`src/design/pollable_memory_pkg.sv`:
```
//--------------------------------------------------------------------
// pollable memory shared definitions
// bus and memory widths, filter delays, bus-side types and FSM states
//--------------------------------------------------------------------
package pollable_memory_pkg;

	// bus and memory geometry
	localparam int bus_width          = 16;
	localparam int halfwords_per_word = 2;
	localparam int address_depth      = 8;  // reduced for simulation
	localparam int byte_address_depth = 10;

	// delay line lengths in clock cycles
	localparam int filter_depth        = 10;
	localparam int enable_filter_depth = 20;
	localparam int ack_delay           = 30;

	// half-open playback byte range
	localparam int play_start_byte = 0;
	localparam int play_end_byte   = 64;

	typedef logic [bus_width-1:0]                    bus_word_t;
	typedef logic [halfwords_per_word*bus_width-1:0] data_word_t;
	typedef logic [address_depth-1:0]                word_address_t;
	typedef logic [byte_address_depth-1:0]           byte_address_t;
	typedef logic [7:0]                              play_byte_t;
	typedef logic [$clog2(halfwords_per_word)-1:0]   halfword_index_t;

	// most significant halfword travels first
	localparam halfword_index_t msb_halfword = halfword_index_t'(halfwords_per_word - 1);

	typedef enum logic [1:0] {
		idle,
		latched,
		done
	} bus_phase_t;

	// filtered host levels
	typedef struct packed {
		logic      enable_on;
		logic      enable_off;
		logic      read_on;
		logic      read_off;
		logic      select_data_on;
		logic      select_data_off;
		bus_word_t bus_data;
	} host_request_t;

	typedef struct packed {
		logic            load_address;
		logic            load_halfword;
		logic            advance_address;
		halfword_index_t halfword_index;
		logic            capture_read;
	} word_command_t;

endpackage

```
`src/design/bus_input_filter.sv`:
```
//--------------------------------------------------------------------
// host input filter
// delays the control lines and the bus, and decodes a level only
// when the last two stages of a delay line agree
//--------------------------------------------------------------------
`timescale 1ns/1ps

module bus_input_filter (
	input  logic                               clock,
	input  logic                               reset125,
	input  logic                               read,
	input  logic                               register_select,
	input  logic                               enable,
	input  pollable_memory_pkg::bus_word_t     bus_in,
	output pollable_memory_pkg::host_request_t request
);
	import pollable_memory_pkg::*;

	logic [filter_depth-1:0]        read_line;
	logic [filter_depth-1:0]        select_line;
	logic [enable_filter_depth-1:0] enable_line; // longer, so bus and mode settle first
	bus_word_t                      bus_line [filter_depth];

	always_ff @(posedge clock) begin
		if (reset125) begin
			read_line <= '0;
			select_line <= '0;
			enable_line <= '0;
			for (int i = 0; i < filter_depth; i++) begin
				bus_line[i] <= '0;
			end
		end else begin
			read_line <= {read_line[filter_depth-2:0], read};
			select_line <= {select_line[filter_depth-2:0], register_select};
			enable_line <= {enable_line[enable_filter_depth-2:0], enable};
			bus_line[0] <= bus_in;
			for (int i = 1; i < filter_depth; i++) begin
				bus_line[i] <= bus_line[i-1];
			end
		end
	end

	// ------------------------------------------------------------------
	// two-stage agreement so a single-cycle glitch gives neither level
	// ------------------------------------------------------------------
	always_comb begin
		request.enable_on = &enable_line[enable_filter_depth-1 -: 2];
		request.enable_off = ~|enable_line[enable_filter_depth-1 -: 2];
		request.read_on = &read_line[filter_depth-1 -: 2];
		request.read_off = ~|read_line[filter_depth-1 -: 2];
		request.select_data_on = &select_line[filter_depth-1 -: 2];   // data register
		request.select_data_off = ~|select_line[filter_depth-1 -: 2]; // address register
		request.bus_data = bus_line[filter_depth-1];
	end

endmodule

```
`config.mk`:
```
export PLATFORM = sky130hd
export DESIGN_NAME = bus_input_filter
export DESIGN_NICKNAME = d
export VERILOG_FILES = /design/src/design/pollable_memory_pkg.sv /design/src/design/bus_input_filter.sv
export SDC_FILE = /design/constraint.sdc
export NUM_CORES = 1
export LEC_CHECK = 0
export BUFFER_PORTS_ARGS = -buffer_cell sky130_fd_sc_hd__clkbuf_2
export CORE_AREA = 2 2 131 133
export CTS_CLUSTER_SIZE = 20
export DETAILED_ROUTE_END_ITERATION = 8
export DIE_AREA = 0 0 133 135
export PLACE_DENSITY = 0.48
export SLEW_MARGIN = 5
export SYNTH_ARGS = -nofsm -noshare
export SYNTH_HDL_FRONTEND = slang
export SYNTH_SLANG_ARGS = --single-unit
```
`constraint.sdc`:
```
create_clock -name clock -period 0.8 [get_ports clock]
set_input_delay 0.08 -clock clock [delete_from_list [all_inputs] [get_ports clock]]
set_output_delay 0.08 -clock clock [all_outputs]
set_load 0.03 [all_outputs]
```
==> Word-level counts from Yosys, hierarchy flattened <==
Memories as Yosys holds them, arrays and structs flattened.
Cells that the tools add are included.
{ "word_totals": {"in_bits": 21, "out_inout_bits": 22, "ram_bits": 160, "regBits": 40, "memories": 1} }
{ "op_classes": {"n_reduce_logical": 9, "bitwise_logic": 10, "n_mux": 13} }
{ "mem_list": {"columns": ["memory", "words", "width", "rd", "rd_clocked_by_memory_dff", "write_ports", "line_no", "source"], "rows": [
  ["bus_line", 10, 16, 10, 0, 10, "bus_input_filter.sv:22", "bus_word_t bus_line [filter_depth];"]
]} }
{ "ops": {"columns": ["operator", "count"], "rows": [
  ["$mux 16", 10],
  ["$or 1x1->1", 10],
  ["$reduce_and 2->1", 3],
  ["$reduce_or 2->1", 3],
  ["$logic_not 1->1", 3],
  ["$mux 1", 3]
]} }

==> Longest topological paths before layout <==
{ "depth": {"ltp_word": 3, "mapped_depth": 3} }

==> Worst setup path after synthesis <==
No wires, ideal clock.
{ "synth_timing": {"path_type": "register to output", "startpoint": "register select_line[9]", "endpoint": "output port request[16] in the netlist's numbering", "slack_ns": 0.016, "path_stages_with_launch": 2, "t_arrival_ns": 0.704, "required_ns": 0.720, "cell_sequence": "dfxtp_1 nor2_1"} }
{ "synth_rtl": {"columns": ["item", "line_no", "source"], "rows": [
  ["start: declaration", "bus_input_filter.sv:20", "logic [filter_depth-1:0] select_line;"],
  ["start signal: assignment", "bus_input_filter.sv:34", "select_line <= {select_line[filter_depth-2:0], register_select};"],
  ["end: declaration", "bus_input_filter.sv:15", "output pollable_memory_pkg::host_request_t request"]
]} }

==> metrics.txt <==
GRT Util Overall=7.12%; postcts setup bufs=0; largest net degree at the start of global routing=41; share of cells above drive strength 1=21.5%; Post-DP HPWL=2.98 mm; worst slew pin tran=236 ps; HP Class=in -> reg; CP peak stage delay=330 ps; Finished Layout Cells=728; run status=finished, violations left; DP Area=5900 um2; CP required=720 ps; diodes inserted=0; CP max stage cell=dfxtp_2; reg-to-reg slack, setup=250 ps; Combinational Power Share=2.3%; post-synth cell types=5; Post-Syn Area per Cell=12.6 um2; post-synthesis sequential area ratio=74.2%; leakage power=0.00280 uW; Critical Path AT=1020 ps; Peak Freq=910 MHz; Num CTS Buffers=17; Synth warnings=0; DRC=0; I/O Buffers=42; switching part of the total=18.4%; initial drt markers=70; Seq pwr share=52.0%; clock-pin slew on the worst setup and hold paths=60 ps; CP Max Fanout=2; Final period util=137%; reg-to-reg startpoint=read_line[8]; DIE WIDTH=133 um; Int Power=15900 uW; Syn Nets=449; Seq cells post-synth=200; dpl cells=676; Die ar.=18000 um2; first-pass GRT wire length=9.81 mm; initial antenna violation count=0; Cells after Synth=428; Final ANT Viol Nets=0; failing checks=setup timing; final setup margin=-299 ps; Pre-antenna DRT Iters=3; clock share of power=45.8%; vias in the first global route=2298; Max VDD drop=0.00148 V; crit end category=output port; Hold Vio Cnt, Final=0; GRT overflow=0; Setup Skew=5.44 ps; CTS tree=done; Final Cell Area=6990 um2; minimum clock period=1100 ps; Clock Sinks=200; Via-to-Cell Ratio=3.48; max-slew violation count=0; GP Congestion=0.617; fin nets=516; Routed WL per cell=7.54 um; synthesis-to-finish area growth=29.6%; Die Span Y=135 um; overall routed net length=5.49 mm; critical path launch point=enable_line[19]; worst setup path class=reg -> out; Cell Pwr Density=2790 nW/um2; Initial Util=32.9%; worst path cell trace=and2_4 > buf_8; htree depth=4; CTS Buffer Depth=2; worst skew pair latency=410 ps; Ports=43; CP startpoint kind=flop; DP Worst Slack=74.0 ps; hold_sp=reset125; core box area=16400 um2; clk root buf=clkbuf_16; RSZ-0062 raised after global routing=yes; max-cap violations=0; Syn Std Cell Area=5400 um2; Setup Viol. Count Final=22; vias post-DR=2533; relative slew slack=84.2%; Switch Pwr=3580 uW; row cnt=47
-- logic make-up (layout without fill, tap and decap cells) --
group	count (synthesis)	count (layout)	synth area share (%)
AND/OR/NAND/NOR	206	206	23.7
buffers and inverters	22	102	2.04
flip-flops	200	200	74.2
-- state kept, by name, summed over array words and instances (netlist names) --
name and flops:
bus_line 160, enable_line 20, read_line 10, select_line 10
-- Yosys cell counts, drive strengths merged --
cell | number | area (um2)
and2 | 3 | 18.8
nor2b | 200 | 1250
buf | 22 | 110
nor2 | 3 | 11.3
dfxtp | 200 | 4000
-- placed cells by master (no fill, tap or decap) --
cell type      netlist  routed
and2_4               0       3
bufinv_16            0       4
clkbuf_16            0      17
clkbuf_8             0       4
nor2_1               3       1
buf_4                0       4
nor2_2               0       2
dlygate4sd3_1        0      20
buf_8                0      19
buf_6                0       3
clkinv_4             0       3
clkinv_2             0       3
nor2b_1            200     200
dfxtp_1            200     178
dfxtp_2              0      22
clkbuf_2             0      19
buf_12               0       5
clkinvlp_4           0       1
-- path summary, 6_finish.rpt --
check | end | cells after the start
hold / removal | select_line[9] | 3
setup / recovery | request[21] | 2
setup reg to reg | read_line[9] | 1
hold reg to reg | bus_line[8][4] | 1
-- metal layers --
| layer | track usage (%) | vias up | wire [um] |
|---|---|---|---|
| met5 | 0 | - | 0 |
| met4 | 5.38 | 0 | 123 |
| met3 | 3.72 | 12 | 309 |
| met2 | 10.9 | 51 | 2420 |
| met1 | 7.48 | 1052 | 2640 |
| li1 | - | 1418 | - |
-- worst max-delay path: cells and delay by family (launching register included) --
kind          cells  cell delay (ps)
buf+inv           1              130
simple gates      1              150
flops             1              330
-- power by group through the flow --
stage	combinational [uW]	clock [uW]	sequential (uW)
final	441	8930	10100
after global placement	368	0	10400
after floorplan	248	0	10300
after detailed placement	376	0	10400
after global routing	497	9690	10100
after CTS	452	9240	10100
-- timing repair --
item / 4_1_cts / 5_1_grt
resized for setup: 62 / 30
hold endpoints to repair: 25 / 0
setup endpoints to repair: 22 / 22
hold buffers: 20 / 0
pin swaps: 3 / 0
-- per-stage QoR --
step / power, uW / util, % / hold slack, ps / TNS (ps)
finish: 19500 / 42.6 / 104 / -3860
global route: 20300 / 42.6 / 91.6 / -5060
CTS: 19800 / 42.4 / 92.1 / -4860
detailed placement: 10700 / 36.0 / 292 / 0
global placement: 10700 / 36.0 / 293 / 0
floorplan: 10600 / - / 208 / 0
-- layout make-up --
class,count,area [um2]
timing repair buffer,70,744
sequential,200,4030
multi-input combinational,206,1290
tap,220,275
clock buffer,21,480
fill,1535,9410
clock inverter,11,169
No activity file was read; power rests on OpenSTA's default activity.
