[src/design/pollable_memory_pkg.sv]
//--------------------------------------------------------------------
// pollable memory shared definitions
// bus and memory widths, filter delays, bus-side types and FSM states
//--------------------------------------------------------------------
package pollable_memory_pkg;

	// bus and memory geometry
	localparam int bus_width          = 16;
	localparam int halfwords_per_word = 2;
	localparam int address_depth      = 8;  // reduced for simulation
	localparam int byte_address_depth = 10;

	// delay line lengths in clock cycles
	localparam int filter_depth        = 10;
	localparam int enable_filter_depth = 20;
	localparam int ack_delay           = 30;

	// half-open playback byte range
	localparam int play_start_byte = 0;
	localparam int play_end_byte   = 64;

	typedef logic [bus_width-1:0]                    bus_word_t;
	typedef logic [halfwords_per_word*bus_width-1:0] data_word_t;
	typedef logic [address_depth-1:0]                word_address_t;
	typedef logic [byte_address_depth-1:0]           byte_address_t;
	typedef logic [7:0]                              play_byte_t;
	typedef logic [$clog2(halfwords_per_word)-1:0]   halfword_index_t;

	// most significant halfword travels first
	localparam halfword_index_t msb_halfword = halfword_index_t'(halfwords_per_word - 1);

	typedef enum logic [1:0] {
		idle,
		latched,
		done
	} bus_phase_t;

	// filtered host levels
	typedef struct packed {
		logic      enable_on;
		logic      enable_off;
		logic      read_on;
		logic      read_off;
		logic      select_data_on;
		logic      select_data_off;
		bus_word_t bus_data;
	} host_request_t;

	typedef struct packed {
		logic            load_address;
		logic            load_halfword;
		logic            advance_address;
		halfword_index_t halfword_index;
		logic            capture_read;
	} word_command_t;

endpackage

[src/design/word_assembler.sv]
//--------------------------------------------------------------------
// word assembler
// address register with autoincrement, write word assembly from
// halfwords and selection of the read halfword for the bus
//--------------------------------------------------------------------
`timescale 1ns/1ps

module word_assembler (
	input  logic                               clock,
	input  logic                               reset125,
	input  pollable_memory_pkg::word_command_t command,
	input  pollable_memory_pkg::bus_word_t     bus_data,
	input  pollable_memory_pkg::data_word_t    read_word,
	output pollable_memory_pkg::word_address_t word_address,
	output pollable_memory_pkg::data_word_t    write_word,
	output pollable_memory_pkg::bus_word_t     bus_out
);
	import pollable_memory_pkg::*;

	// ------------------------------------------------------------------
	// address and read halfword
	// ------------------------------------------------------------------
	always_ff @(posedge clock) begin
		if (reset125) begin
			word_address <= '0;
			bus_out <= '0;
		end else begin
			if (command.load_address) begin
				word_address <= bus_data[address_depth-1:0]; // low bits of the halfword
			end else if (command.advance_address) begin
				word_address <= word_address + 1'b1;
			end
			if (command.capture_read) begin
				bus_out <= read_word[command.halfword_index*bus_width +: bus_width];
			end
		end
	end

	// write word payload
	always_ff @(posedge clock) begin
		if (command.load_halfword) begin
			write_word[command.halfword_index*bus_width +: bus_width] <= bus_data;
		end
	end

endmodule

[config.mk]
export PLATFORM = sky130hd
export DESIGN_NAME = word_assembler
export DESIGN_NICKNAME = d
export VERILOG_FILES = /design/src/design/pollable_memory_pkg.sv /design/src/design/word_assembler.sv
export SDC_FILE = /design/constraint.sdc
export NUM_CORES = 1
export LEC_CHECK = 0
export ABC_CLOCK_PERIOD_IN_PS = 1900
export BUFFER_PORTS_ARGS = -buffer_cell sky130_fd_sc_hd__buf_4
export CAP_MARGIN = 30
export CORE_MARGIN = 10
export CORE_UTILIZATION = 41
export CTS_CLUSTER_DIAMETER = 150
export CTS_CLUSTER_SIZE = 20
export DETAILED_ROUTE_END_ITERATION = 7
export HOLD_SLACK_MARGIN = 0.1
export PLACE_DENSITY = 0.79
export SETUP_SLACK_MARGIN = 0.02
export SYNTH_ARGS = -nofsm -noshare
export SYNTH_HDL_FRONTEND = slang
export SYNTH_SLANG_ARGS = --single-unit
[constraint.sdc]
create_clock -name clock -period 1.9 [get_ports clock]
set_clock_uncertainty 0.15 [all_clocks]
set_input_delay 0.38 -clock clock [delete_from_list [all_inputs] [get_ports clock]]
set_output_delay 0.38 -clock clock [all_outputs]
set_load 0.03 [all_outputs]
---- Yosys cells after proc, flatten, opt, wreduce, memory -nomap -nowiden ----
Index checks and enable logic that the tools add are counted.
storage, ports and cells
  register bits after elaboration ......... 56
  input bits .............................. 55
  output and inout port bits .............. 56
  word-level logic and storage cells ...... 12
operators by class
  add/subtract/negate cells ............... 2
  shifts and indexed selects .............. 3
  muxes and demuxes ....................... 3
  reduce and logical (&&, ||, !) cells .... 1
operators by type and width
  cell                                                    number
  negation 5 -> 34 bit                                    1
  variable shift 16 x 34 -> 32 bit, first input constant  1
  variable part select 16 x 34 -> 32 bit                  1
  bitwise mux 32 bit                                      1
  variable part select 32 x 6 -> 16 bit                   1
  two-way mux 8 bit                                       2
  adder 8 x 1 -> 8 bit, second input constant             1
  nonzero test 2 bit                                      1

---- Longest topological paths before layout ----
  depth in word-level cells ............... 3
  depth in mapped cells ................... 4
  mapped depth without buffers ............ 4

---- Worst setup path after synthesis ----
OpenSTA, ideal clock, no wires.
  path type ............................... input -> register
  start point ............................. in command[1] (netlist bit)
  end point ............................... reg write_word[0], enable pin
  setup time .............................. 0.390 ns
  arrival ................................. 1.330 ns
  data required time ...................... 1.360 ns
  path slack .............................. 0.030 ns
  stages on the path ...................... 2
  path buffers ............................ 1
  cells stage by stage .................... clkbuf_1 > nor2b_1
RTL lines
  what                           RTL line              source
  start, declared                word_assembler.sv:11  input pollable_memory_pkg::word_command_t command,
  end signal, assigned by index  word_assembler.sv:42  write_word[command.halfword_index*bus_width +: bus_width] <= bus_data;
  end, declared                  word_assembler.sv:15  output pollable_memory_pkg::data_word_t write_word,

---- Worst setup path after layout ----
  start point ............................. reg word_address[2]
  end point ............................... out word_address[2]
RTL lines
  what                    RTL line              source
  start, declared         word_assembler.sv:14  output pollable_memory_pkg::word_address_t word_address,
  start signal, assigned  word_assembler.sv:29  word_address <= bus_data[address_depth-1:0];
  start signal, assigned  word_assembler.sv:31  word_address <= word_address + 1'b1;
No word-level cell between the ends.

==> flow_summary.toml <==
[worst_hold_path]
hp-class = "in2reg"
hold_start = "bus_data[0]"

[yosys]
synth_top_area_share_pct = 41.3
yosysSeqAreaShare_pct = 61.9
ys_ff_latch = 56
async_flop_share_pct = 0
synth.top_cells.by_area = "edfxtp_1 (41%), dfxtp_1 (21%), mux2i_1 (7.7%)"
synth_flop_cell = "edfxtp_1"
yosysWarnings = 0
yosysUniqueCellTypes = 28
syn_area_um2 = 2330
synth-edff-count = 32
synth_largest_area_cell = "edfxtp_1"
avgSynthCellArea_um2 = 12.0
synthesis.nets = 250
syn_inst = 194

[sta]
max_slew_margin_pct = 80.6
fin_crit_sh_pct = 78.6
period_needed_ns = 1.49
setup_tns_ns = 0
tightest_slew_ns = 0.291
drv_slew = 0
hold_violations = 0
rsz0062_at_grt = "false"
setup_viol = 0
fmax_mhz = 669

[routing]
ant_nets = 0
wl_per_cell_um = 15.1
vias = 1763
dr.pass1.iters = 4
avgViaCountPerCell = 4.71
drcViolationCount = 0
drt_iter0_markers = 74
routed_wl_mm = 5.65

[setup_path]
crit_buf_inv = 1
cp-start-kind = "register"
worstSetupPathType = "reg2out"
worst-path-max-fanout = 6
critPathMaxStageDelay_ns = 0.46
cp_cell_sequence = "buf_4"
cpMaxStageDelayCell = "dfxtp_1"
endpoint_kind = "output pin"
timing.rr.start = "word_address[0]"
required_ns = 1.37
critPathArrivalTime_ns = 0.96
cp-startpoint = "word_address[2]"
path_delay_family = "flip-flops"

[power]
leakage_nw = 1.41
combPwrFrac_pct = 21.6
intPower_mw = 1.87
power.density_nw_per_um2 = 782
switching_share_pct = 27.5
p_sw_uw = 707
pwr-share-clk_pct = 23.5
pwr-share-seq_pct = 54.9
ir_worst_vdd_uv = 321

[outcome]
status = "finished clean"

[cts]
clk_latency_ns = 0.29
cts-buffers-inserted = 5
path_clk_slew_ns = 0.09
cts_sinks = 56
post_cts_buffers = 0
h-tree-depth = 2
cts_tree = "done"
post_cts_resized = 0
holdBufCountCts = 0
cts-root-buf = "clkbuf_8"
cts_buffer_depth = 2

[layout]
drive_gt1_share_pct = 40.1
n_antenna_cell = 0
area_growth_syn_to_layout_pct = 41.4
final_cells = 374
nets = 357

[job]
max-cap-violations = 0

[placement]
dp.cells = 366
port_buffers = 110
place.gp.congestion = 0.824
hpwl_mm = 4.52

[floorplanning]
coreArea_um2 = 5510
fp-row-count = 27
die_x_um = 95.3
die_y_um = 95.3
start_util_pct = 42.3
io_pins = 111
die-area_um2 = 9090

[global_route]
grt_pass1_vias = 1691
grt_pass1_wl_mm = 8.49
grt_overflow_total = 0
antenna_found_initial = 0
grt_max_degree = 33
grt_usage_pct = 11.8
-- synthesized netlist by cell type (3+ instances only) --
cell type   n
a211oi_1   17
a21o_1      4
a21oi_1     3
and2_1     17
clkbuf_1    9
dfxtp_1    24
edfxtp_1   32
inv_1       5
mux2i_1    18
nand3_1     3
nor2_1     23
nor2b_1    13
xor2_1      4
-- final cells by class --
class / instances / area (um2)
Clock buffer: 6 / 72.6
Multi-Input combinational cell: 120 / 808
Tap cell: 72 / 90.1
Inverter: 5 / 18.8
Sequential cell: 56 / 1440
Timing Repair Buffer: 113 / 848
Clock inverter: 2 / 11.3
Fill cell: 466 / 2220
-- per-layer routing --
layer	up-vias	GRT usage, %	share of wire (%)
met5	-	0	0
met4	0	4.11	1.0
met3	5	4.32	9.8
met2	67	19.3	49
li1	900	-	-
met1	791	14.0	40
-- stage by stage --
| step | setup slack, ns | power (mW) | area (um2) | utilization (%) | hold WS (ns) |
|---|---|---|---|---|---|
| after floorplan | 0.0301 | 1.75 | 2330 | - | 0.377 |
| after global placement | 0.384 | 1.99 | 3210 | 58.2 | 0.323 |
| after global routing | 0.334 | 2.71 | 3290 | 59.8 | 0.202 |
| final | 0.406 | 2.57 | 3290 | 59.8 | 0.203 |
| after CTS | 0.393 | 2.60 | 3290 | 59.8 | 0.188 |
| after detailed placement | 0.374 | 2.00 | 3210 | 58.2 | 0.328 |
-- sequential cells by signal, summed over array words and instances (netlist names) --
| name | count |
|---|---|
| write_word | 32 |
| bus_out | 16 |
| word_address | 8 |
-- cell usage in the layout (no fill, tap or decap), drive strengths merged, types with 3 or more instances in the layout --
| cell type | Yosys | final |
|---|---|---|
| inv | 5 | 5 |
| nor2b | 13 | 13 |
| nand3 | 3 | 3 |
| clkbuf | 9 | 6 |
| nand4 | 3 | 3 |
| buf | 4 | 113 |
| dfxtp | 24 | 24 |
| mux2i | 18 | 18 |
| a21oi | 3 | 3 |
| xor2 | 4 | 4 |
| and2 | 17 | 17 |
| a21o | 4 | 4 |
| nor2 | 23 | 23 |
| edfxtp | 32 | 32 |
| a211oi | 17 | 17 |
-- power by group through the flow --
stage	Combinational [mW]	Clock (mW)	Sequential, mW
final	0.555	0.606	1.41
after global routing	0.598	0.689	1.42
after CTS	0.564	0.628	1.41
after detailed placement	0.564	0	1.44
after global placement	0.556	0	1.44
after floorplan	0.145	0	1.61
-- kinds of logic (layout without fill, tap and decap cells) --
kind of cell    Yosys count  count (layout)  synth area share (%)
simple gates             66              66                  15.4
flops                    56              56                  61.9
compound gates           30              30                  9.09
mux                      19              19                  8.23
buf+inv                  18             126                  3.33
xor+xnor                  4               4                  1.51
fa+ha+maj                 1               1                 0.538
-- path summary, 6_finish.rpt --
kind | cells past startpoint | to | slack (ns)
worst max-delay path | 1 | word_address[2] | 0.41
worst min-delay path | 3 | word_address[0] | 0.20
worst max register to register | 4 | word_address[6] | 0.46
worst min register to register | 2 | bus_out[1] | 0.34
(Power assumes the default switching activity.)
