File: src/design/pollable_memory_pkg.sv
//--------------------------------------------------------------------
// pollable memory shared definitions
// bus and memory widths, filter delays, bus-side types and FSM states
//--------------------------------------------------------------------
package pollable_memory_pkg;

	// bus and memory geometry
	localparam int bus_width          = 16;
	localparam int halfwords_per_word = 2;
	localparam int address_depth      = 8;  // reduced for simulation
	localparam int byte_address_depth = 10;

	// delay line lengths in clock cycles
	localparam int filter_depth        = 10;
	localparam int enable_filter_depth = 20;
	localparam int ack_delay           = 30;

	// half-open playback byte range
	localparam int play_start_byte = 0;
	localparam int play_end_byte   = 64;

	typedef logic [bus_width-1:0]                    bus_word_t;
	typedef logic [halfwords_per_word*bus_width-1:0] data_word_t;
	typedef logic [address_depth-1:0]                word_address_t;
	typedef logic [byte_address_depth-1:0]           byte_address_t;
	typedef logic [7:0]                              play_byte_t;
	typedef logic [$clog2(halfwords_per_word)-1:0]   halfword_index_t;

	// most significant halfword travels first
	localparam halfword_index_t msb_halfword = halfword_index_t'(halfwords_per_word - 1);

	typedef enum logic [1:0] {
		idle,
		latched,
		done
	} bus_phase_t;

	// filtered host levels
	typedef struct packed {
		logic      enable_on;
		logic      enable_off;
		logic      read_on;
		logic      read_off;
		logic      select_data_on;
		logic      select_data_off;
		bus_word_t bus_data;
	} host_request_t;

	typedef struct packed {
		logic            load_address;
		logic            load_halfword;
		logic            advance_address;
		halfword_index_t halfword_index;
		logic            capture_read;
	} word_command_t;

endpackage

File: src/design/playback_counter.sv
//--------------------------------------------------------------------
// playback counter
// loops the byte address over the playback range, sync at each wrap
//--------------------------------------------------------------------
`timescale 1ns/1ps

module playback_counter (
	input  logic                               clock,
	input  logic                               reset125,
	output pollable_memory_pkg::byte_address_t byte_address,
	output logic                               sync_pulse
);
	import pollable_memory_pkg::*;

	localparam byte_address_t first_byte = byte_address_t'(play_start_byte);
	localparam byte_address_t last_byte = byte_address_t'(play_end_byte - 1);

	logic wrapped; // high while the address sits on the first byte after a wrap

	always_ff @(posedge clock) begin
		if (reset125) begin
			byte_address <= first_byte;
			wrapped <= 1'b0;
			sync_pulse <= 1'b0;
		end else begin
			wrapped <= 1'b0;
			if (byte_address == last_byte) begin
				byte_address <= first_byte;
				wrapped <= 1'b1;
			end else begin
				byte_address <= byte_address + 1'b1;
			end
			sync_pulse <= wrapped; // one more stage to match the RAM read
		end
	end

endmodule

File: config.mk
export PLATFORM = sky130hd
export DESIGN_NAME = playback_counter
export DESIGN_NICKNAME = d
export VERILOG_FILES = /design/src/design/pollable_memory_pkg.sv /design/src/design/playback_counter.sv
export SDC_FILE = /design/constraint.sdc
export NUM_CORES = 1
export LEC_CHECK = 0
export BUFFER_PORTS_ARGS = -buffer_cell sky130_fd_sc_hd__buf_2
export CAP_MARGIN = 20
export CORE_AREA = 5 5 42 44
export DETAILED_ROUTE_END_ITERATION = 10
export DIE_AREA = 0 0 47 49
export MAX_ROUTING_LAYER = met4
export PLACE_DENSITY = 0.57
export SYNTH_ARGS = -nofsm -noshare
export SYNTH_HDL_FRONTEND = slang
export SYNTH_SLANG_ARGS = --single-unit
File: constraint.sdc
create_clock -name clock -period 2.5 [get_ports clock]
set_clock_uncertainty 0.2 [all_clocks]
set_input_delay 0.25 -clock clock [delete_from_list [all_inputs] [get_ports clock]]
set_output_delay 0.25 -clock clock [all_outputs]
set_load 0.005 [all_outputs]
Word-level counts from Yosys, hierarchy flattened:

Index checks and enable logic that the tools add are counted.

* flip-flop bits (word level): 12
* input port bits: 2
* output and inout port bits: 11

* add/subtract/negate cells: 1
* eq/ne operators: 1
* mux-type cells: 1
* reductions and logical operators: 1

Operators with widths (number)
* 10-bit by 1-bit adder with 10-bit output (second input constant): 1
* 10-bit by 6-bit == test with 1-bit output (second input constant): 1
* 2-bit OR reduction: 1
* 1-bit two-way mux: 1

Longest topological paths before layout:

* depth in word-level cells: 2
* mapped depth: 4
* gate-level depth less buffers: 4

Least setup slack after synthesis:

Ideal clock, no wire load.

* path kind: flip-flop to flip-flop
* start: register byte_address[0]
* end: register byte_address[8]
* library setup time: 0.070 ns
* arrival: 1.308 ns
* slack: 0.922 ns
* cell stages (with the launch flop): 5
* buffers on the path: 0
* path through: dfxtp_1 > ha_1 > nand2_1 > or4_1 > a21oi_1

* cells in the longest elaborated chain, start to end: 2
* elaborated cells between the ends (all ways): 3
* classes of those cells: add/sub: 1; eq/ne: 1; reduce/logical: 1

Ends and longest elaborated chain
* start, declared: line playback_counter.sv:10 `output pollable_memory_pkg::byte_address_t byte_address,`
* start signal, assigned: line playback_counter.sv:22 `byte_address <= first_byte;`
* start signal, assigned: line playback_counter.sv:28 `byte_address <= first_byte;`
* start signal, assigned: line playback_counter.sv:31 `byte_address <= byte_address + 1'b1;`
* parallel branches: the longest is 2 deep, another holds 10-bit by 1-bit adder with 10-bit output

Several ways; the timed one is not identified.
A chain may end at the register's enable or synchronous reset.

Final worst setup path:

Ends and elaborated chain as after synthesis.

==> metrics.md <==
| Metric | Value |
|---|---|
| CP arrival | `between 1.5 and 2 ns` |
| CTS Buf Count | `3` |
| Avg Vias per Cell | `about 5.1` |
| Ys async rst share | `0%` |
| WP buf/inv | `0` |
| DIE AREA | `between 2000 and 2500 sq um` |
| RR Endpoint | `byte_address[8]` |
| Post-CTS Setup Bufs | `0` |
| Post-CTS Resized | `0` |
| Slew Viols, Final | `0` |
| Ranking of synthesized cells by area | `dfxtp_1 (49%), or4_1 (6.1%), a21oi_1 (4.1%)` |
| Mapped Cells | `52` |
| Area fraction of the dominant cell type after synthesis | `48.61%` |
| Routed Antenna Nets | `0` |
| Net Count, Synth | `55` |
| Initial core utilization | `a little over a third` |
| CTS H-tree depth | `1` |
| Sequential area share after synthesis | `between 40% and 50%` |
| Power Density | `slightly above 600 nW/um^2` |
| Main synth FF type | `dfxtp_1` |
| Hold path start | `reset125` |
| Hold Crit Class | `in2reg` |
| Final global-route overflow total | `0` |
| Simple-gate share of the synthesized area | `~26%` |
| Mapped Avg Cell Area | `9.504 sq um` |
| Pin count of the biggest net entering global routing | `10` |
| Dpl ws | `between 0.8 and 0.9 ns` |
| Critical path origin | `byte_address[0]` |
| Endpoints failing hold | `0` |
| WHS Endpoint | `byte_address[8]` |
| Initial antenna violation count | `0` |
| Worst-Margin Slew | `between 0.3 and 0.4 ns` |
| CP max-delay cell | `or4_1` |
| Die height | `approximately 50 microns` |
| Layout cells sized above 1 | `about 27%` |
| Area Overhead vs Synth | `21.27%` |
| CTS tree | `done` |
| Final Cycle Share | `between 60% and 70%` |
| Max Cap Viol | `0` |
| R2R Setup Slk | `between 0.8 and 0.9 ns` |
| # setup viols final | `0` |
| Crit path capture type | `flip-flop` |
| Vias in the first global route | `~390` |
| Post-synth EDFFs | `0` |
| Routed length per instance | `around 13 microns` |
| Dpl cells | `79` |
| Hold_buf cts | `0` |
| # rows | `14` |
| Count leader, synth | `dfxtp_1` |
| Cell Count, Final, Fillers Out | `between 80 and 90` |
| Crit path kind | `reg2reg` |
| # diodes | `0` |
| Mapped Area | `approximately 490 sq um` |
| Residual DRC | `0` |
| Ranking of synthesized cells by instance count | `dfxtp_1 (12), nor2_1 (5), a21oi_1 (4), or4_1 (4)` |
| Die Width | `around 47 microns` |
| Post-synthesis register bit count | `12` |
| Clock Tree Root | `clkbuf_4` |
| First-pass GRT wire length | `1649 microns` |
| Top-level I/O count | `13` |
| Setup TNS | `0 ns` |
| Synth Area in Adders | `2.532%` |
| Cell variety after synth | `23` |
| WL final | `about 1000 microns` |
| RSZ-0062 raised after global routing | `no` |
| Setup WS post-layout | `approximately 0.83 ns` |
| PortBufs | `12` |
| CTS max path bufs | `2` |
| CP peak stage delay | `a little under 0.5 ns` |
| CP delay by family, top | `simple AND/OR/NAND/NOR gates` |
| First-pass DRT Iterations | `4` |
| Warnings, synthesis | `0` |
| DRT iter0 DRCs | `10` |
| Critical-path maximum fanout | `6` |
| Routability cong. | `between 0.6 and 0.7` |
| Routed via count | `roughly 430` |
| Worst-path clk slew | `approximately 0.070 ns` |
| R2R cell count | `4` |
| Xor/xnor cell area share of the yosys netlist | `approximately 5.3%` |
| Peak supply drop | `approximately 0.00029 V` |
| Filler cells | `160` |
| Core area | `about 1400 sq um` |
| Gr usage total | `10.40%` |
| R2R Path Start | `byte_address[0]` |
| Slew headroom | `between 70 and 80%` |
| Final hold slack | `0.04955 ns` |
| Multiplexer area fraction after synthesis | `0%` |
| Peak Freq | `600.0 MHz` |
| Dominant cell type by area after synthesis | `dfxtp_1` |
| Later-pin clock latency in the skew report | `roughly 0.28 ns` |
| Crit path cell chain | `ha_1 -> nand2_1 -> or4_1 -> a21oi_1` |
| Synth Area in Compound Gates | `14.94%` |
| Hold depth | `2` |
| Leakage power | `roughly 0.25 nW` |
| # clock sinks | `12` |
| Required time of the critical path | `about 2.5 ns` |
| Fin nets | `between 70 and 80` |
| Status | `finished, final reports clean` |
| Type of origin of the critical path | `flip-flop` |
| Dpl hpwl | `around 770 microns` |
| Largest family of logic cells by synthesized area | `simple AND/OR/NAND/NOR gates` |
| Final min period | `between 1.5 and 2 ns` |
==> where the power goes <==
part / total [mW] / internal (mW) / switching, mW / leakage, nW
Combinational: 0.0165 / 0.00777 / 0.00877 / 0.134
Clock: 0.155 / 0.0886 / 0.0667 / 0.0210
Sequential: 0.200 / 0.195 / 0.00510 / 0.0973
Total: 0.372 / 0.291 / 0.0806 / 0.253
==> sequential cells by signal, summed over array words and instances, names as in the netlist <==
| signal | flops |
|---|---|
| sync_pulse | 1 |
| byte_address | 10 |
| wrapped | 1 |
==> cell families (layout without fill, tap and decap cells) <==
logic type      Yosys count  after routing
compound gates           12             12
fa+ha+maj                 1              1
simple gates             22             22
flops                    12             12
buf+inv                   2             17
xor+xnor                  3              3
==> layout make-up <==
type	count	area (sq um)	area share, %
Sequential cell	12	240.2	40.08
Multi-Input combinational cell	38	239.0	39.87
Timing Repair Buffer	12	60.06	10.02
Clock buffer	4	36.28	6.054
Tap cell	16	20.02	3.340
Inverter	1	3.754	0.6263
==> cell usage in the layout (no fill, tap or decap) <==
cell type	netlist	final
xor2_1	1	1
or4_1	4	4
clkbuf_4	0	3
or3_1	1	1
nand3_2	1	1
clkbuf_8	0	1
nor2_1	5	5
a21oi_1	4	4
ha_1	1	1
nand2_1	2	2
and3_2	1	1
inv_1	1	1
a41o_1	1	1
xnor2_1	2	2
nor4_1	2	2
buf_2	0	12
and3_1	1	1
a31oi_1	1	1
nand4_1	1	1
dfxtp_1	12	12
nand3_1	3	3
o21ai_0	3	3
a211oi_1	1	1
o31ai_1	2	2
nor2b_1	1	1
==> layer usage <==
| layer | track usage (%) | vias to the layer above | wire, microns |
|---|---|---|---|
| li1 | - | 227 | - |
| met1 | 12.33 | 182 | 501 |
| met2 | 13.80 | 14 | 434 |
| met3 | 4.428 | 4 | 80 |
| met4 | 6.912 | 0 | 24 |
| met5 | - | - | 0 |
==> per-stage QoR <==
step / util [%] / area, sq um / total power, mW
after floorplan: - / 494.2 / 0.2156
after global placement: 40.18 / 563.0 / 0.2217
after detailed placement: 40.18 / 563.0 / 0.2216
after CTS: 42.77 / 599.3 / 0.3768
after global routing: 42.77 / 599.3 / 0.3850
final: 42.77 / 599.3 / 0.3720
==> worst max path at each step <==
stage / endpoint / cells past startpoint
after floorplan: byte_address[8] / 4
after global placement: byte_address[6] / 4
after detailed placement: byte_address[8] / 4
after CTS: byte_address[6] / 4
after global routing: byte_address[8] / 4
final: byte_address[8] / 4
Note: power is estimated with default switching activity, not from simulation.
