File: config.mk
export PLATFORM = sky130hd
export DESIGN_NAME = bus_transaction_fsm
export DESIGN_NICKNAME = d
export VERILOG_FILES = /design/src/design/pollable_memory_pkg.sv /design/src/design/bus_transaction_fsm.sv
export SDC_FILE = /design/constraint.sdc
export NUM_CORES = 1
export LEC_CHECK = 0
export BUFFER_PORTS_ARGS = -buffer_cell sky130_fd_sc_hd__buf_2
export CAP_MARGIN = 20
export CORE_MARGIN = 2
export CORE_UTILIZATION = 54
export CTS_BUF_LIST = sky130_fd_sc_hd__clkbuf_8 sky130_fd_sc_hd__clkbuf_16
export DETAILED_ROUTE_END_ITERATION = 8
export PLACE_DENSITY = 0.91
export SYNTH_ARGS = -nofsm -noshare
export SYNTH_HDL_FRONTEND = slang
export SYNTH_SLANG_ARGS = --single-unit
File: constraint.sdc
create_clock -name clock -period 1.9 [get_ports clock]
set_input_delay 0.285 -clock clock [delete_from_list [all_inputs] [get_ports clock]]
set_output_delay 0.285 -clock clock [all_outputs]
set_load 0.05 [all_outputs]
File: src/design/pollable_memory_pkg.sv
//--------------------------------------------------------------------
// pollable memory shared definitions
// bus and memory widths, filter delays, bus-side types and FSM states
//--------------------------------------------------------------------
package pollable_memory_pkg;

	// bus and memory geometry
	localparam int bus_width          = 16;
	localparam int halfwords_per_word = 2;
	localparam int address_depth      = 8;  // reduced for simulation
	localparam int byte_address_depth = 10;

	// delay line lengths in clock cycles
	localparam int filter_depth        = 10;
	localparam int enable_filter_depth = 20;
	localparam int ack_delay           = 30;

	// half-open playback byte range
	localparam int play_start_byte = 0;
	localparam int play_end_byte   = 64;

	typedef logic [bus_width-1:0]                    bus_word_t;
	typedef logic [halfwords_per_word*bus_width-1:0] data_word_t;
	typedef logic [address_depth-1:0]                word_address_t;
	typedef logic [byte_address_depth-1:0]           byte_address_t;
	typedef logic [7:0]                              play_byte_t;
	typedef logic [$clog2(halfwords_per_word)-1:0]   halfword_index_t;

	// most significant halfword travels first
	localparam halfword_index_t msb_halfword = halfword_index_t'(halfwords_per_word - 1);

	typedef enum logic [1:0] {
		idle,
		latched,
		done
	} bus_phase_t;

	// filtered host levels
	typedef struct packed {
		logic      enable_on;
		logic      enable_off;
		logic      read_on;
		logic      read_off;
		logic      select_data_on;
		logic      select_data_off;
		bus_word_t bus_data;
	} host_request_t;

	typedef struct packed {
		logic            load_address;
		logic            load_halfword;
		logic            advance_address;
		halfword_index_t halfword_index;
		logic            capture_read;
	} word_command_t;

endpackage

File: src/design/bus_transaction_fsm.sv
//--------------------------------------------------------------------
// bus transaction FSM
// address, write and read phases with halfword counters, abort of
// stale partial phases, write strobe and the delayed acknowledge
//--------------------------------------------------------------------
`timescale 1ns/1ps

module bus_transaction_fsm (
	input  logic                               clock,
	input  logic                               reset125,
	input  pollable_memory_pkg::host_request_t request,
	output pollable_memory_pkg::word_command_t command,
	output logic                               write_strobe,
	output logic                               ack_valid
);
	import pollable_memory_pkg::*;

	bus_phase_t      address_phase;
	bus_phase_t      write_phase;
	bus_phase_t      read_phase;
	halfword_index_t write_index;
	halfword_index_t read_index;
	logic            read_mode;
	logic            write_mode;
	logic            address_mode;
	logic            access;
	logic            pre_ack;
	logic [ack_delay-1:0] ack_line;

	assign read_mode = request.read_on;
	assign write_mode = request.read_off && request.select_data_on;
	assign address_mode = request.read_off && request.select_data_off;
	assign access = request.enable_on && (read_mode || write_mode || address_mode);

	// ------------------------------------------------------------------
	// phase state
	// ------------------------------------------------------------------
	always_ff @(posedge clock) begin
		write_strobe <= 1'b0;
		if (reset125) begin
			address_phase <= idle;
			write_phase <= idle;
			read_phase <= idle;
			write_index <= msb_halfword;
			read_index <= msb_halfword;
		end else if (request.enable_on) begin
			// each phase latches once per enable period
			if (read_mode && read_phase == idle) begin
				read_phase <= latched;
			end
			if (write_mode && write_phase == idle) begin
				write_phase <= latched;
			end
			if (address_mode && address_phase == idle) begin
				address_phase <= latched;
			end
		end else if (request.enable_off) begin
			if (write_phase != idle) begin
				read_phase <= idle;      // abort other phases
				read_index <= msb_halfword;
				address_phase <= idle;
				if (write_phase == done) begin
					write_phase <= idle;
					write_index <= msb_halfword;
				end else if (write_index != '0) begin
					write_phase <= idle;
					write_index <= write_index - 1'b1;
				end else begin
					write_phase <= done; // word complete
					write_strobe <= 1'b1;
				end
			end
			if (read_phase != idle) begin
				write_phase <= idle;
				write_index <= msb_halfword;
				address_phase <= idle;
				if (read_phase == done) begin
					read_phase <= idle;
					read_index <= msb_halfword;
				end else if (read_index != '0) begin
					read_phase <= idle;
					read_index <= read_index - 1'b1;
				end else begin
					read_phase <= done;
				end
			end
			if (address_phase != idle) begin
				write_phase <= idle;
				write_index <= msb_halfword;
				read_phase <= idle;
				read_index <= msb_halfword;
				// the address word is a single halfword
				address_phase <= (address_phase == done) ? idle : done;
			end
		end
	end

	// ------------------------------------------------------------------
	// commands to the word datapath
	// ------------------------------------------------------------------
	always_comb begin
		command = '0;
		command.halfword_index = read_mode ? read_index : write_index;
		if (request.enable_on) begin
			command.capture_read = read_mode && read_phase == idle;
			command.load_halfword = write_mode && write_phase == idle;
		end else if (request.enable_off) begin
			// host keeps the bus until ack_valid falls
			command.load_address = address_phase == done;
			command.advance_address = write_phase == done || read_phase == done;
		end
	end

	// ------------------------------------------------------------------
	// acknowledge delay line
	// ------------------------------------------------------------------
	always_ff @(posedge clock) begin
		if (reset125) begin
			pre_ack <= 1'b0;
			ack_line <= '0;
		end else begin
			pre_ack <= access;
			ack_line <= {ack_line[ack_delay-2:0], pre_ack};
		end
	end

	assign ack_valid = ack_line[ack_delay-1];

endmodule

Word-level counts from Yosys, hierarchy flattened. Index checks and enable logic that the tools add are counted.

Flip-flop bits (word level): 40. Input port bits: 24. Output and inout bits: 7. Word-level logic and storage cells: 83.

Add/sub/neg operators: 2. Equal/unequal tests: 6. Muxes and demuxes: 40. Bitwise gates (word level): 3. Reductions and logical operators: 24.

Operators by type and width (number): 2-to-1 mux 2 bit (22); 2-to-1 mux 1 bit (18); AND reduction 3 bit (4); nonzero test 2 bit (4); equality test 2 bit, second input constant (3); logical AND 1 bit (6); zero test 2 bit (3); inequality test 2 x 1 -> 1 bit, second input constant (3); OR reduction 5 bit (1); nonzero test 4 bit (1); logical OR 1 bit (3); inverter 1 bit (3); nonzero test 3 bit (1); AND reduction 2 bit (1); subtractor 1 bit, second input constant (2).

Depth between registers and ports, before layout.
Depth in word-level cells: 7. Gate-level depth with buffers: 4. Depth with buffers taken out: 3.

Least setup slack after synthesis. No wires, ideal clock.

Path type: input-to-output. Start point: input port request[21] (netlist name). End point: output port command[4] (netlist name). Arrival time: 1.615 ns. Path slack: 0.000 ns. Cell stages on the path: 3. Cell sequence: nand2b_1 buf_4 nor3_1.

RTL lines: from (decl) (RTL line bus_transaction_fsm.sv:11) `input pollable_memory_pkg::host_request_t request,`; to (decl) (RTL line bus_transaction_fsm.sv:12) `output pollable_memory_pkg::word_command_t command,`.

==> flow_metrics.py <==
metrics = {
    "pwr": {
        "leakagePower_uw": 0.000608,
        "ir_worst_vdd_mv": 0.545,
        "ratio_of_total_power_to_cell_area_mw_per_mm2": 996,
    },
    "sta": {
        "post-route-min-period_ps": 1660,
        "worstMarginPinSlew_ps": 427,
        "totalNegativeSetupSlack_ps": 0,
        "relSlewSlack": 0.715,
        "clock-skew-final_ps": 5.98,
        "fin_crit_sh": 0.873,
        "hold-worst-slack_ps": 293,
        "finalSetupViolations": 0,
        "fmaxAchievable_ghz": 0.603,
        "timing.final.hold_violations": 0,
        "timing_max_transition_violations_final": 0,
        "rsz0062_at_grt": "false",
    },
    "setup_path": {
        "timing.critical_path.required_ps": 1620,
        "regToRegEndpoint": "read_index$_SDFFE_PP1P_",
        "slowest_stage": "dfxtp_1",
        "reg2regPathDepth": 3,
        "startpoint_type": "flop",
        "timing.critical_path.slowest_cell_delay_ps": 360,
        "critical_path_class": "reg -> out",
        "path_cells": "nor2_1 > and4_1 > buf_2",
        "worstSetupEndpointType": "output port",
        "startpoint": "write_phase[0]$_SDFFE_PP0P_",
        "worstPathArrival_ps": 1370,
        "reg2reg_setup_slack_ps": 710,
        "rr_startpoint": "address_phase[0]$_SDFFE_PP0P_",
        "path_max_fanout": 6,
    },
    "place": {
        "dp.final_hpwl_mm": 1.40,
        "io_buffer_count": 14,
        "routabilityCongestion": 0.823,
        "cell_area_placed_mm2": 0.00139,
        "numPlacedInstances": 151,
    },
    "synth": {
        "synth.yosys.seq_area_share": 0.614,
        "synth_top_flop_cell": "dfxtp_1",
        "yosys_warnings": 0,
        "postSynthNetCount": 137,
        "ys_async_sr_fraction": 0,
        "synth_seq_cells": 40,
        "synth_cells": 113,
        "syn_avg_cell_area_um2": 11.5,
        "post_synth_instance_area_mm2": 0.00130,
        "synth.distinct_cells": 28,
        "synth-edff-count": 0,
    },
    "global_route": {
        "number_of_global_route_vias_before_repair": 797,
        "grt_max_degree": 31,
        "grt.overflow.total": 0,
        "grt_util_all_layers": 0.188,
        "initial_antenna_violation_count": 0,
        "grt_pass1_wl_mm": 3.57,
    },
    "job": {
        "max_cap_viols": 0,
    },
    "routing": {
        "vias_per_cell": 5.19,
        "detail_route.wirelength_mm": 2.05,
        "drc": 0,
        "drt-initial-drc-count": 28,
        "antenna_left": 0,
        "routed-via-count": 825,
        "drt-pass1-iter-count": 4,
        "routedWlPerCell_um": 12.9,
    },
    "clocking": {
        "num_clock_sinks": 40,
        "post_cts_hold_buffer_count": 0,
        "clockBufferDepth": 2,
        "tritoncts": "done",
        "numCtsBuffers": 5,
        "cts_root_buf": "clkbuf_8",
        "setup_bufs_post_cts": 0,
        "worst_setup_hold_path_clk_slew_ps": 70,
        "post_cts_resized": 0,
        "clk-insertion-delay-late_ps": 280,
        "htree_num_levels": 2,
    },
    "worst_hold_path": {
        "min_delay_worst_endpoint": "pre_ack$_SDFF_PP0_",
        "hold_depth": 2,
        "min-delay-path-class": "in -> reg",
        "holdCritStartpoint": "request[19]",
    },
    "status": {
        "outcome": "completed",
    },
    "floorplan": {
        "floorplan.initialDensity": 0.578,
        "die-width_um": 53.1,
        "rows": 17,
        "die_h_um": 53.1,
        "core_mm2": 0.00225,
        "io-pin-count": 31,
        "fp.dieArea_mm2": 0.00282,
    },
    "cells_and_area": {
        "mostFrequentLayoutCell": "dfxtp_1",
        "fillCellCount": 185,
        "area_taken_by_flip_flops_and_latches_um2": 801,
        "layout.cell_area.non_filler_mm2": 0.00148,
        "layout-area-overhead-vs-synth_pct": 13.6,
        "diodes_inserted": 0,
        "post_route_cells_drive_above_1_share": 0.221,
        "stdcell_count": 159,
        "multi_input_area_um2": 470,
        "final_cell_mix": "dfxtp_1 (40), nor2b_1 (30), buf_2 (14), clkbuf_8 (6)",
        "finalNetCount": 154,
    },
}
## power by group
| part | total, uW | switching [uW] | internal, uW | leakage, uW |
|---|---|---|---|---|
| combinational | 78.3 | 49.0 | 29.3 | 0.000231 |
| sequential | 858 | 10.4 | 847 | 0.000323 |
| clock | 540 | 255 | 285 | 0.0000538 |
## cells by family after synthesis
family / count (synthesis) / synth area share
DFF: 40 / 0.614
AOI/OAI and AO/OA: 13 / 0.0749
and+or+nand+nor: 52 / 0.274
buffers and inverters: 7 / 0.0288
muxes: 1 / 0.00864
## state kept, by name, summed over array words and instances (netlist names)
| signal | count |
|---|---|
| write_index | 1 |
| write_strobe | 1 |
| pre_ack | 1 |
| write_phase | 2 |
| ack_line | 30 |
| read_phase | 2 |
| address_phase | 2 |
| read_index | 1 |
## layer usage
layer,global-route usage,share of wire,vias to the layer above
met5,0,0,-
met2,0.296,0.47,19
met4,0.103,0.016,0
met1,0.210,0.46,393
met3,0.0847,0.048,4
li1,-,-,409
## how the worst max path moves through the flow
stage | slack [ps] | end | depth (start not counted)
finish | 240 | command[3] | 3
floorplan | 280 | command[2] | 3
global placement | 380 | command[2] | 4
detailed placement | 360 | command[2] | 4
CTS | 240 | command[3] | 3
global route | 190 | command[3] | 3
## Yosys cell counts, types with 2 or more instances
master | n | share of area
a21oi_1 | 4 | 0.015
nor2_1 | 3 | 0.0086
clkbuf_1 | 3 | 0.0086
nand2b_1 | 3 | 0.014
nand2_1 | 3 | 0.0086
inv_1 | 2 | 0.0058
nor3_1 | 3 | 0.012
o21a_1 | 2 | 0.012
o211a_1 | 2 | 0.015
dfxtp_1 | 40 | 0.61
nor3b_2 | 2 | 0.019
nor2b_1 | 30 | 0.14
## area by class of cell
| class | count | area share |
|---|---|---|
| clock inverters | 2 | 0.00507 |
| repair buffers | 15 | 0.0524 |
| well taps | 28 | 0.0236 |
| flip-flops and latches | 40 | 0.541 |
| multi-input cells | 66 | 0.318 |
| inverters | 2 | 0.00507 |
| clock buffers | 6 | 0.0557 |
## through the flow
| stage | total power, uW | setup slack [ps] | util |
|---|---|---|---|
| 2_1_floorplan | 933 | 279 | - |
| 3_3_place_gp | 950 | 384 | 0.617 |
| 3_5_place_dp | 955 | 358 | 0.617 |
| 4_1_cts | 1490 | 239 | 0.657 |
| 5_1_grt | 1530 | 192 | 0.657 |
| 6_report | 1480 | 242 | 0.657 |
## critical path, delay by kind of cell (launching register included)
kind,cells,cell delay (ps)
and+or+nand+nor,2,460
DFF,1,360
buffers and inverters,1,270
Note: power is estimated with default switching activity, not from simulation.
